<file path="src/rtl/yuvRgb_params.svh">
// fixed-point constants for 8-bit samples only; line lengths count pixel pairs, not pixels
`ifndef YUVRGB_PARAMS_SVH
`define YUVRGB_PARAMS_SVH

////////////////////////////////////////////////////////////////////////////
// colour-space conversion, coefficients scaled by 2^16

`define COEF_Y    76284
`define COEF_RV   104595
`define COEF_GU   25624
`define COEF_GV   53281
`define COEF_BU   132251

`define Y_OFFSET  16
`define C_OFFSET  128
`define CSC_SHIFT 16

////////////////////////////////////////////////////////////////////////////
// chroma upsampler, taps scaled by 2^8

`define FIR_C0    21
`define FIR_C1    52
`define FIR_C2    159
`define FIR_ROUND 128
`define FIR_SHIFT 8

// line length limits, in pairs
`define LINE_MIN     4
`define LINE_MAX     256
`define LINE_DEFAULT 160

`endif

</file>
<file path="src/rtl/yuvRgbPkg.sv">
// types only; every width follows from 8-bit samples and at most 256 pairs per line
`default_nettype none

package yuvRgbPkg;

  typedef logic [7:0] sample_t;
  typedef logic [8:0] lineLen_t;
  typedef logic [7:0] pairIdx_t;
  typedef logic signed [31:0] acc_t;

  // input beat, U and V shared by both pixels
  typedef struct packed {
    sample_t yEven;
    sample_t yOdd;
    sample_t u;
    sample_t v;
  } yuvPair_t;

  // tap 0 is the oldest sample, tap 2 sits on the even pixel
  typedef struct packed {
    sample_t       yEven;
    sample_t       yOdd;
    sample_t [5:0] uTap;
    sample_t [5:0] vTap;
    logic          lastInLine;
  } chromaWin_t;

  typedef struct packed {
    sample_t yEven;
    sample_t yOdd;
    sample_t uEven;
    sample_t vEven;
    sample_t uOdd;
    sample_t vOdd;
    logic    lastInLine;
  } yuv444Pair_t;

  typedef struct packed {
    sample_t rEven;
    sample_t gEven;
    sample_t bEven;
    sample_t rOdd;
    sample_t gOdd;
    sample_t bOdd;
    logic    lastInLine;
  } rgbPair_t;

endpackage

`default_nettype wire

</file>
<file path="src/rtl/chromaInterp.sv">
// taps arrive edge-replicated from the window stage; result is one registered beat
`timescale 1ns/1ps
`default_nettype none

`include "yuvRgb_params.svh"

module chromaInterp (
  input  wire                         Clock_50_I,
  input  wire                         Resetn,
  input  wire yuvRgbPkg::chromaWin_t  win,
  input  wire                         winValid,
  input  wire                         yuvReady,
  output logic                        winReady,
  output yuvRgbPkg::yuv444Pair_t      yuv,
  output logic                        yuvValid
);

  // six-tap symmetric filter, rounded then clipped to a sample
  function automatic yuvRgbPkg::sample_t oddChroma(input yuvRgbPkg::sample_t [5:0] t);
    yuvRgbPkg::acc_t outer;
    yuvRgbPkg::acc_t inner;
    yuvRgbPkg::acc_t centre;
    yuvRgbPkg::acc_t sum;
    outer  = t[0] + t[5];
    inner  = t[1] + t[4];
    centre = t[2] + t[3];
    sum = `FIR_C0 * outer - `FIR_C1 * inner + `FIR_C2 * centre + `FIR_ROUND;
    sum = sum >>> `FIR_SHIFT;
    if (sum < 0) begin
      return '0;
    end
    if (sum > 255) begin
      return 8'hff;
    end
    return sum[7:0];
  endfunction

  assign winReady = !yuvValid || yuvReady;

  always_ff @(posedge Clock_50_I or negedge Resetn) begin
    if (!Resetn) begin
      yuvValid <= 1'b0;
    end else if (winReady) begin
      yuvValid <= winValid;
    end
  end

  always_ff @(posedge Clock_50_I) begin
    if (winValid && winReady) begin
      yuv.yEven      <= win.yEven;
      yuv.yOdd       <= win.yOdd;
      yuv.uEven      <= win.uTap[2];
      yuv.vEven      <= win.vTap[2];
      yuv.uOdd       <= oddChroma(win.uTap);
      yuv.vOdd       <= oddChroma(win.vTap);
      yuv.lastInLine <= win.lastInLine;
    end
  end

  // incoming window held until this stage takes it
  assert property (@(posedge Clock_50_I) disable iff (!Resetn)
    winValid && !winReady |=> winValid && $stable(win));

endmodule

`default_nettype wire

</file>
<file path="src/rtl/chromaWindow.sv">
// line length must be at least 4 pairs; each line ends with a three-window flush
`timescale 1ns/1ps
`default_nettype none

module chromaWindow (
  input  wire                       Clock_50_I,
  input  wire                       Resetn,
  input  wire yuvRgbPkg::yuvPair_t  inPair,
  input  wire                       inValid,
  input  wire yuvRgbPkg::lineLen_t  lineLength,
  input  wire                       winReady,
  output logic                      inReady,
  output yuvRgbPkg::chromaWin_t     win,
  output logic                      winValid,
  output logic                      lineBoundary
);

  // flush states count the windows still to be shifted out
  typedef enum logic [1:0] {
    ST_STREAM,
    ST_FLUSH3,
    ST_FLUSH2,
    ST_FLUSH1
  } winState_e;

  winState_e state;
  yuvRgbPkg::pairIdx_t pairCnt;
  logic readyEn;
  logic inAccept;
  logic winTake;
  logic isLast;
  logic lastWin;
  yuvRgbPkg::sample_t [3:0] yEvenDly;
  yuvRgbPkg::sample_t [3:0] yOddDly;
  yuvRgbPkg::sample_t [5:0] uTap;
  yuvRgbPkg::sample_t [5:0] vTap;

  assign inReady  = readyEn && (state == ST_STREAM) && (!winValid || winReady);
  assign inAccept = inValid && inReady;
  assign winTake  = winValid && winReady;
  assign isLast   = ({1'b0, pairCnt} == lineLength - 9'd1);
  // idle between lines counts as a boundary too
  assign lineBoundary = inAccept ? isLast : (pairCnt == '0);

  ////////////////////////////////////////////////////////////////////////////
  // line position and window valid

  always_ff @(posedge Clock_50_I or negedge Resetn) begin
    if (!Resetn) begin
      readyEn  <= 1'b0;
      state    <= ST_STREAM;
      pairCnt  <= '0;
      winValid <= 1'b0;
    end else begin
      readyEn <= 1'b1;
      if (inAccept) begin
        pairCnt  <= isLast ? '0 : pairCnt + 8'd1;
        winValid <= (pairCnt >= 8'd3);
        if (isLast) begin
          state <= ST_FLUSH3;
        end
      end else if (winTake) begin
        case (state)
          ST_FLUSH3: state <= ST_FLUSH2;
          ST_FLUSH2: state <= ST_FLUSH1;
          ST_FLUSH1: state <= ST_STREAM;
          default:   winValid <= 1'b0;
        endcase
      end
    end
  end

  ////////////////////////////////////////////////////////////////////////////
  // sample shift registers

  always_ff @(posedge Clock_50_I) begin
    if (inAccept) begin
      yEvenDly <= {inPair.yEven, yEvenDly[3:1]};
      yOddDly  <= {inPair.yOdd, yOddDly[3:1]};
      lastWin  <= 1'b0;
      // left edge, all older taps copy the first sample
      if (pairCnt == '0) begin
        uTap <= {6{inPair.u}};
        vTap <= {6{inPair.v}};
      end else begin
        uTap <= {inPair.u, uTap[5:1]};
        vTap <= {inPair.v, vTap[5:1]};
      end
    end else if (winTake && (state != ST_STREAM)) begin
      // right edge repeats the newest chroma
      yEvenDly <= {yEvenDly[3], yEvenDly[3:1]};
      yOddDly  <= {yOddDly[3], yOddDly[3:1]};
      uTap     <= {uTap[5], uTap[5:1]};
      vTap     <= {vTap[5], vTap[5:1]};
      lastWin  <= (state == ST_FLUSH1);
    end
  end

  always_comb begin
    win.yEven      = yEvenDly[0];
    win.yOdd       = yOddDly[0];
    win.uTap       = uTap;
    win.vTap       = vTap;
    win.lastInLine = lastWin;
  end

  assert property (@(posedge Clock_50_I) disable iff (!Resetn)
    {1'b0, pairCnt} < lineLength);

  // a flush always has a window on the output and the input closed
  assert property (@(posedge Clock_50_I) disable iff (!Resetn)
    (state != ST_STREAM) |-> winValid && !inReady);

endmodule

`default_nettype wire

</file>
<file path="src/rtl/colorConvert.sv">
// BT.601 studio-range input assumed; every colour is clipped to 0..255
`timescale 1ns/1ps
`default_nettype none

`include "yuvRgb_params.svh"

module colorConvert (
  input  wire                          Clock_50_I,
  input  wire                          Resetn,
  input  wire yuvRgbPkg::yuv444Pair_t  yuv,
  input  wire                          yuvValid,
  input  wire                          rgbReady,
  output logic                         yuvReady,
  output yuvRgbPkg::rgbPair_t          rgbPair,
  output logic                         rgbValid
);

  logic [23:0] rgbEven;
  logic [23:0] rgbOdd;

  function automatic yuvRgbPkg::sample_t clipShift(input yuvRgbPkg::acc_t x);
    yuvRgbPkg::acc_t s;
    s = x >>> `CSC_SHIFT;
    if (s < 0) begin
      return '0;
    end
    if (s > 255) begin
      return 8'hff;
    end
    return s[7:0];
  endfunction

  // one pixel, packed as {R, G, B}
  function automatic logic [23:0] pixelRgb(input yuvRgbPkg::sample_t y, u, v);
    yuvRgbPkg::acc_t yTerm;
    yuvRgbPkg::acc_t uOff;
    yuvRgbPkg::acc_t vOff;
    yTerm = `COEF_Y * ($signed({1'b0, y}) - `Y_OFFSET);
    uOff  = $signed({1'b0, u}) - `C_OFFSET;
    vOff  = $signed({1'b0, v}) - `C_OFFSET;
    return {clipShift(yTerm + `COEF_RV * vOff),
            clipShift(yTerm - `COEF_GU * uOff - `COEF_GV * vOff),
            clipShift(yTerm + `COEF_BU * uOff)};
  endfunction

  assign rgbEven  = pixelRgb(yuv.yEven, yuv.uEven, yuv.vEven);
  assign rgbOdd   = pixelRgb(yuv.yOdd, yuv.uOdd, yuv.vOdd);
  assign yuvReady = !rgbValid || rgbReady;

  ////////////////////////////////////////////////////////////////////////////
  // output stage

  always_ff @(posedge Clock_50_I or negedge Resetn) begin
    if (!Resetn) begin
      rgbValid <= 1'b0;
    end else if (yuvReady) begin
      rgbValid <= yuvValid;
    end
  end

  always_ff @(posedge Clock_50_I) begin
    if (yuvValid && yuvReady) begin
      rgbPair <= {rgbEven, rgbOdd, yuv.lastInLine};
    end
  end

  assert property (@(posedge Clock_50_I) disable iff (!Resetn)
    rgbValid && !rgbReady |=> rgbValid && $stable(rgbPair));

endmodule

`default_nettype wire

</file>
<file path="src/rtl/lineConfig.sv">
// a valid write waits for the next line boundary; a bad write is flagged until reset
`timescale 1ns/1ps
`default_nettype none

`include "yuvRgb_params.svh"

module lineConfig (
  input  wire                       Clock_50_I,
  input  wire                       Resetn,
  input  wire                       cfgWrite,
  input  wire yuvRgbPkg::lineLen_t  cfgData,
  input  wire                       lineBoundary,
  output yuvRgbPkg::lineLen_t       lineLength,
  output logic                      cfgError
);

  yuvRgbPkg::lineLen_t pendLen;
  logic pendValid;
  logic inRange;

  assign inRange = (cfgData >= `LINE_MIN) && (cfgData <= `LINE_MAX);

  always_ff @(posedge Clock_50_I or negedge Resetn) begin
    if (!Resetn) begin
      lineLength <= yuvRgbPkg::lineLen_t'(`LINE_DEFAULT);
      pendValid  <= 1'b0;
      cfgError   <= 1'b0;
    end else begin
      if (lineBoundary && pendValid) begin
        lineLength <= pendLen;
        pendValid  <= 1'b0;
      end
      // a write in the boundary cycle waits for the following one
      if (cfgWrite) begin
        if (inRange) begin
          pendValid <= 1'b1;
        end else begin
          cfgError <= 1'b1;
        end
      end
    end
  end

  always_ff @(posedge Clock_50_I) begin
    if (cfgWrite && inRange) begin
      pendLen <= cfgData;
    end
  end

  // length only moves on a boundary, and only to a legal value
  assert property (@(posedge Clock_50_I) disable iff (!Resetn)
    !$stable(lineLength) |-> $past(lineBoundary) &&
      (lineLength >= `LINE_MIN) && (lineLength <= `LINE_MAX));

endmodule

`default_nettype wire

</file>
<file path="src/rtl/yuvToRgbTop.sv">
// one pixel pair per beat each way; latency varies with the three-pair chroma lookahead
`timescale 1ns/1ps
`default_nettype none

module yuvToRgbTop (
  input  wire                       Clock_50_I,
  input  wire                       Resetn,
  input  wire yuvRgbPkg::yuvPair_t  inPair,
  input  wire                       inValid,
  input  wire                       rgbReady,
  input  wire                       cfgWrite,
  input  wire yuvRgbPkg::lineLen_t  cfgData,
  output logic                      inReady,
  output yuvRgbPkg::rgbPair_t       rgbPair,
  output logic                      rgbValid,
  output yuvRgbPkg::lineLen_t       lineLength,
  output logic                      cfgError
);

  logic lineBoundary;
  yuvRgbPkg::chromaWin_t win;
  logic winValid;
  logic winReady;
  yuvRgbPkg::yuv444Pair_t yuv;
  logic yuvValid;
  logic yuvReady;

  lineConfig u_lineConfig (
    .Clock_50_I   (Clock_50_I),
    .Resetn       (Resetn),
    .cfgWrite     (cfgWrite),
    .cfgData      (cfgData),
    .lineBoundary (lineBoundary),
    .lineLength   (lineLength),
    .cfgError     (cfgError)
  );

  chromaWindow u_chromaWindow (
    .Clock_50_I   (Clock_50_I),
    .Resetn       (Resetn),
    .inPair       (inPair),
    .inValid      (inValid),
    .lineLength   (lineLength),
    .winReady     (winReady),
    .inReady      (inReady),
    .win          (win),
    .winValid     (winValid),
    .lineBoundary (lineBoundary)
  );

  chromaInterp u_chromaInterp (
    .Clock_50_I (Clock_50_I),
    .Resetn     (Resetn),
    .win        (win),
    .winValid   (winValid),
    .yuvReady   (yuvReady),
    .winReady   (winReady),
    .yuv        (yuv),
    .yuvValid   (yuvValid)
  );

  colorConvert u_colorConvert (
    .Clock_50_I (Clock_50_I),
    .Resetn     (Resetn),
    .yuv        (yuv),
    .yuvValid   (yuvValid),
    .rgbReady   (rgbReady),
    .yuvReady   (yuvReady),
    .rgbPair    (rgbPair),
    .rgbValid   (rgbValid)
  );

endmodule

`default_nettype wire

</file>
<file path="config.mk">
export PLATFORM = sky130hd
export DESIGN_NAME = yuvToRgbTop
export DESIGN_NICKNAME = d
export VERILOG_FILES = /design/src/rtl/yuvRgbPkg.sv /design/src/rtl/chromaInterp.sv /design/src/rtl/chromaWindow.sv /design/src/rtl/colorConvert.sv /design/src/rtl/lineConfig.sv /design/src/rtl/yuvToRgbTop.sv
export VERILOG_INCLUDE_DIRS = /design/src /design/src/rtl
export SDC_FILE = /design/constraint.sdc
export NUM_CORES = 2
export LEC_CHECK = 0
export BUFFER_PORTS_ARGS = -buffer_cell sky130_fd_sc_hd__buf_4
export CAP_MARGIN = 0
export CORE_MARGIN = 1
export CORE_UTILIZATION = 48
export CTS_BUF_LIST = sky130_fd_sc_hd__clkbuf_8
export DETAILED_ROUTE_END_ITERATION = 6
export SLEW_MARGIN = 10
export SYNTH_ARGS = -nofsm -noshare
export SYNTH_HDL_FRONTEND = slang
export SYNTH_SLANG_ARGS = --single-unit
</file>
<file path="constraint.sdc">
create_clock -name Clock_50_I -period 27.6 [get_ports Clock_50_I]
set_input_delay 5.52 -clock Clock_50_I [delete_from_list [all_inputs] [get_ports Clock_50_I]]
set_output_delay 5.52 -clock Clock_50_I [all_outputs]
set_load 0.02 [all_outputs]
</file>
# [Word-level counts from Yosys, hierarchy flattened]
# Index checks and enable logic that the tools add are counted.
[totals] ff_bits=293 inputBits=46 output_inout_bits=61 elab_cells=222
[op_classes] add_sub_neg=28 multipliers=16 order_cmp=19 n_eq_ne=6 mux=82 n_bitwise=1 reduce_logical=25
[ops] op="8-bit 2-to-1 mux" count=33
[ops] op="32-bit adder" count=6
[ops] op="32-bit subtractor" count=6
[ops] op="40-bit 2-to-1 mux" count=4
[ops] op="16-bit by 9-bit greater-than comparator with 1-bit output (second input constant)" count=6
[ops] op="16-bit by 1-bit less-than comparator with 1-bit output (second input constant)" count=6
[ops] op="48-bit 2-to-1 mux" count=2
[ops] op="32-bit by 9-bit adder with 32-bit output (second input constant)" count=2
[ops] op="13-bit by 32-bit multiplier with 29-bit output (first input constant)" count=2
[ops] op="16-bit by 32-bit multiplier with 30-bit output (first input constant)" count=2
[ops] op="17-bit by 32-bit multiplier with 32-bit output (first input constant)" count=2
[ops] op="18-bit by 32-bit multiplier with 32-bit output (first input constant)" count=2
[ops] op="19-bit by 32-bit multiplier with 32-bit output (first input constant)" count=2
[ops] op="5-bit by 32-bit multiplier with 30-bit output (first input constant)" count=2
[ops] op="6-bit by 32-bit multiplier with 32-bit output (first input constant)" count=2
[ops] op="9-bit by 32-bit multiplier with 32-bit output (first input constant)" count=2
[ops] op="32-bit 2-to-1 mux" count=2
[ops] op="8-bit by 8-bit adder with 9-bit output" count=6
[ops] op="24-bit by 9-bit greater-than comparator with 1-bit output (second input constant)" count=2
[ops] op="24-bit by 1-bit less-than comparator with 1-bit output (second input constant)" count=2
[ops] op="24-bit 2-to-1 mux" count=2
[ops] op="8-bit by 8-bit subtractor with 9-bit output (second input constant)" count=4
[ops] op="1-bit 2-to-1 mux" count=35
[ops] op="8-bit by 5-bit subtractor with 9-bit output (second input constant)" count=2
[ops] op="other kinds (23)" count=41

# [Logic depth before layout (Yosys ltp)]
[logic_depth] ltp_word=12 depth_mapped=42 ltp_nobuf=42

# [By module]
# From an unflattened synthesis, not the netlist that was laid out.
[unflattened] hier_cells=4372 area_unflattened_um2=45232.1
[by_module_without_submodules] mod="colorConvert" n_inst=1 cells_each=2770 area_per_inst_um2=26407.8 seq_area_each_um2=1496.4
[by_module_without_submodules] mod="chromaInterp" n_inst=1 cells_each=1140 area_per_inst_um2=11237.0 seq_area_each_um2=1496.4
[by_module_without_submodules] mod="chromaWindow" n_inst=1 cells_each=420 area_per_inst_um2=6844.1 seq_area_each_um2=5124.9
[by_module_without_submodules] mod="lineConfig" n_inst=1 cells_each=42 area_per_inst_um2=743.2 seq_area_each_um2=548.0

# [Worst setup path after synthesis]
# OpenSTA, ideal clock, no wires.
[synth_timing] path_type="input to register" startpoint="input rgbReady" endpoint="register u_chromaWindow.yOddDly (netlist bit u_chromaWindow.win[100]) (enable)" setup_time_ns=0.792 t_arrival_ns=14.721 required_ns=26.808 path_slack_ns=12.087 stages=3 path_buffers=0 path_cell_list="nand3b_1 nand2_1 o21ai_0"
[synth_via] elab_chain_cells=6 word_cells_on_any_way=8 classes_between="reduce/logical (8)"
[synth_lines] element="from (decl)" line="yuvToRgbTop.sv:10" text="input wire rgbReady,"
[synth_lines] element="1-bit logical OR *" line="colorConvert.sv:48" text="assign yuvReady = !rgbValid || rgbReady;"
[synth_lines] element="1-bit logical OR *" line="chromaInterp.sv:38" text="assign winReady = !yuvValid || yuvReady;"
[synth_lines] element="1-bit logical OR" line="chromaWindow.sv:38" text="assign inReady = readyEn && (state == ST_STREAM) && (!winValid || winReady);"
[synth_lines] element="1-bit logical AND" line="chromaWindow.sv:38"
[synth_lines] element="1-bit logical AND" line="chromaWindow.sv:39" text="assign inAccept = inValid && inReady;"
[synth_lines] element="2-bit nonzero test (no source line) *"
[synth_lines] element="to (signal assigned)" line="chromaWindow.sv:79" text="yOddDly <= {inPair.yOdd, yOddDly[3:1]};"
[synth_lines] element="to (signal assigned)" line="chromaWindow.sv:92" text="yOddDly <= {yOddDly[3], yOddDly[3:1]};"
[synth_lines] element="to (decl)" line="chromaWindow.sv:34" text="yuvRgbPkg::sample_t [3:0] yOddDly;"
# Mark *: on every way between the ends. The rest lies on a longest branch, timed or not.
# A chain may end at the register's enable or synchronous reset.

# [Worst setup path after layout]
[layout_timing] startpoint="input rgbReady" endpoint="output inReady"
[layout_via] elab_chain_cells=4
[layout_lines] element="1-bit logical OR" line="colorConvert.sv:48"
[layout_lines] element="1-bit logical OR" line="chromaInterp.sv:38"
[layout_lines] element="1-bit logical OR" line="chromaWindow.sv:38"
[layout_lines] element="1-bit logical AND" line="chromaWindow.sv:38"
[layout_lines] element="to (decl)" line="yuvToRgbTop.sv:13" text="output logic inReady,"
# Every way passes these cells.

==> metrics.md <==
| Metric | Value |
|---|---|
| Status | completed |
| Syn Area/Cell | between 10 and 15 um2 |
| Synthesized cell area | roughly 0.048 mm2 |
| Largest family of logic cells by synthesized area | adder cells |
| Worst setup path class | input port to output pin |
| Critical Path Fanout Max | 4 |
| Vias/cell | 5.14 |
| Fin crit period | between 10 and 15 ns |
| Reg2Reg Setup Slack | ~17 ns |
| Die height | ~320 um |
| Fin Hold WS | 0.403 ns |
| H-tree depth | 2 |
| Actual slew at the worst max-slew pin | roughly 1.1 ns |
| Mux cell area share after synthesis | 0.427% |
| Hold Crit Class | register to register |
| CTS tree | done |
| Crit-path cells | buf_4, nand3b_1, inv_1, a21oi_1, buf_4 |
| Worst-skew pair later-pin latency | 0.77 ns |
| Syn nets | about 6,400 |
| DP Worst Slack | about 16 ns |
| Routed wire per std cell | 16.2 um |
| Post-Route WL | 99,900 um |
| ANT nets after route | 0 |
| Post-synth EDFFs | roughly 270 |
| Setup violations, final | 0 |
| Clock skew | between 0.05 and 0.06 ns |
| R2r worst-path depth | 36 |
| I/O pin count | 107 |
| Die ar. | a little over 0.1 mm2 |
| FP Rows | about 120 |
| Compound-Gate Fraction of Synth Area | a little over a tenth |
| Antenna violations before repair | 4 |
| Count of hold-fix buffers inserted at cts | 0 |
| Worst setup EP type | output pin |
| GRT busiest layer | met2 |
| Clock sink count | between 200 and 300 |
| Worst flop-to-flop path startpoint | u_chromaInterp.yuv[37]$_DFFE_PP_ |
| RSZ-0062 raised after global routing | false |
| Period utilisation layout | about 42% |
| Starting Density | between 40% and 50% |
| Final hold violations | 0 |
| CTS root buf | clkbuf_8 |
| Worst slew margin | 23.6% |
| Met2 Use GR | about a third |
| Register area share after synthesis | between 10% and 20% |
| Yosys reg bits | slightly below 300 |
| Starting DRT DRC Count | about 1,400 |
| Fill cell count | approximately 9,000 |
| Worst path most repeated cell | buf_4 |
| Grt met3 use | ~2.5% |
| Yosys cell types | 89 |
| Crit path launch type | input port |
| Vias | 31,702 |
| Vias in the first global route | between 30,000 and 40,000 |
| Critical path data arrival time | roughly 6.2 ns |
| Area Growth Syn to Fin | 7.63% |
| Final net count | roughly 6,600 |
| Die Wd | roughly 320 um |
| Post-CTS Setup Inserts | 0 |
| CP max stage cell | a21oi_1 |
| Cts bufs inserted | 55 |
| Port Buf Inserts | about 110 |
| Worst path max stage delay | approximately 0.18 ns |
| DP Area | between 0.05 and 0.06 mm2 |
| First-pass GRT wire length | 164,000 um |
| GRT Resource Usage Total | 20.3% |
| Adder-cell share of the synthesized area | around half |
| Largest net degree at the start of global routing | between 80 and 90 |
| Slew Limit Fails | 0 |
| Setup TNS | 0 ns |
| Min setup slack post-route | between 15 and 20 ns |
| Fmax | between 0.08 and 0.09 GHz |
| First-pass iteration count of the detailed router | 4 |
| GPL Wtd Cong | 0.898 |
| Max cap viols | 0 |
| DRC errors left | 0 |
| Core Box Area | between 0.09 and 0.1 mm2 |
| Crit. Startpoint | rgbReady |
| Cells after synthesis | ~4,700 |
| Met1 Usage GRT | 29.6% |
| Share of cells above drive strength 1 | between 5 and 6% |
| Worst Setup EP | inReady |
| Xor/xnor cell area share of the yosys netlist | around 4.3% |
| Post-cts sizing count | 0 |
| Simple-Gate Fraction of Synth Area | just over 6% |
| Warnings, synthesis | 0 |
| Cell area after layout | slightly above 0.05 mm2 |
| Worst Path Required | 22.08 ns |
| Top FF cell, synth | edfxtp_1 |
| Max clock buf depth | 3 |
| Share of flip-flops with an asynchronous set or reset | under 10% |
| GRT Residual Overflow | 0 |
| HPWL after detailed placement | approximately 85,000 um |
| Worst-path clk slew | roughly 0.070 ns |
| Reg2Reg Capture Point | u_colorConvert.rgbPair[10]$_SDFFCE_PN0P_ |
final cells by class:
type / count / area, um2 / share of cell area, %
diodes: 2 / 5.00 / 0.00974
clock buffers: 58 / 798 / 1.55
clock inverters: 43 / 332 / 0.645
inverters: 1095 / 4110 / 8.00
multi-input cells: 3259 / 34900 / 67.9
flip-flops and latches: 293 / 8670 / 16.9
well taps: 1287 / 1610 / 3.13
repair buffers: 128 / 961 / 1.87
cell usage in the layout, fill, tap and decap left out, drive strengths merged, types with 23 or more instances in the layout:
| cell type | count |
|---|---|
| and2 | 36 |
| nand3 | 36 |
| dfrtp | 23 |
| o21a | 59 |
| edfxtp | 267 |
| nor3 | 38 |
| clkbuf | 58 |
| nand2b | 41 |
| buf | 128 |
| nor2 | 144 |
| nor2b | 36 |
| nand2 | 110 |
| fa | 476 |
| o21ai | 102 |
| xnor2 | 147 |
| a211oi | 29 |
| inv | 1109 |
| ha | 1205 |
| o21bai | 45 |
| a21o | 169 |
| xor2 | 79 |
| and3 | 37 |
| a21oi | 217 |
through the flow:
step | instances | utilization [%]
2_1_floorplan | 4668 | -
3_3_place_gp | 6062 | 51.1
3_5_place_dp | 6062 | 51.1
4_1_cts | 6163 | 52.2
5_1_grt | 6164 | 52.2
6_report | 6165 | 52.2
worst max-delay path, delay by kind of cell:
kind                   cells  cell delay [ns]
AND/OR/NAND/NOR            1             0.15
buffers and inverters      3             0.30
AO/OA/AOI/OAI              1             0.18
metal layers:
layer	routed length, um	share of wire, %	vias up
met4	1980	2.0	4
li1	-	-	15987
met1	50000	50	15218
met5	34	0.034	-
met2	44200	44	396
met3	3690	3.7	97
state kept, by name, indices dropped and copies added (netlist names), 2 cells and up:
signal / flops
u_chromaInterp.yuv: 49
u_chromaWindow.pairCnt: 8
u_chromaWindow.state: 2
u_chromaWindow.win: 112
u_chromaWindow.yEvenDly: 24
u_chromaWindow.yOddDly: 24
u_colorConvert.rgbPair: 49
u_lineConfig.lineLength: 9
u_lineConfig.pendLen: 9
logic make-up after synthesis:
logic type,count (synthesis)
fa+ha+maj,1681
mux,19
compound gates,764
flops,293
buf+inv,1116
xor+xnor,229
other cells,1
simple gates,565
cells in the mapped netlist, types with 25 or more instances:
master,count,area (um2)
a211oi_1,25,188
a21o_1,169,1270
a21oi_1,217,1090
and2_1,36,225
and3_1,37,231
edfxtp_1,267,8020
fa_1,476,9530
ha_1,1205,15100
inv_1,1093,4100
nand2_1,110,413
nand2b_1,41,257
nand3_1,36,180
nor2_1,144,541
nor2b_1,36,225
nor3_1,38,190
o21a_1,59,443
o21ai_0,95,475
o21bai_1,45,338
xnor2_1,147,1290
xor2_1,79,692
worst min-delay path by stage:
stage | startpoint | end | cells after the start
2_1_floorplan | u_chromaWindow.win[97]$_DFFE_PP_ | u_chromaInterp.yuv[33]$_DFFE_PP_ | 0
3_3_place_gp | u_chromaWindow.win[107]$_DFFE_PP_ | u_chromaInterp.yuv[43]$_DFFE_PP_ | 0
3_5_place_dp | u_chromaWindow.win[111]$_DFFE_PP_ | u_chromaInterp.yuv[47]$_DFFE_PP_ | 0
4_1_cts | u_chromaWindow.yEvenDly[20]$_DFFE_PP_ | u_chromaWindow.yEvenDly[12]$_DFFE_PP_ | 0
5_1_grt | u_chromaWindow.yEvenDly[21]$_DFFE_PP_ | u_chromaWindow.yEvenDly[13]$_DFFE_PP_ | 0
6_report | u_chromaWindow.yEvenDly[20]$_DFFE_PP_ | u_chromaWindow.yEvenDly[12]$_DFFE_PP_ | 0
Power is not shown: default switching activity piles up to over one toggle a cycle in this logic, so the estimate is an artifact.
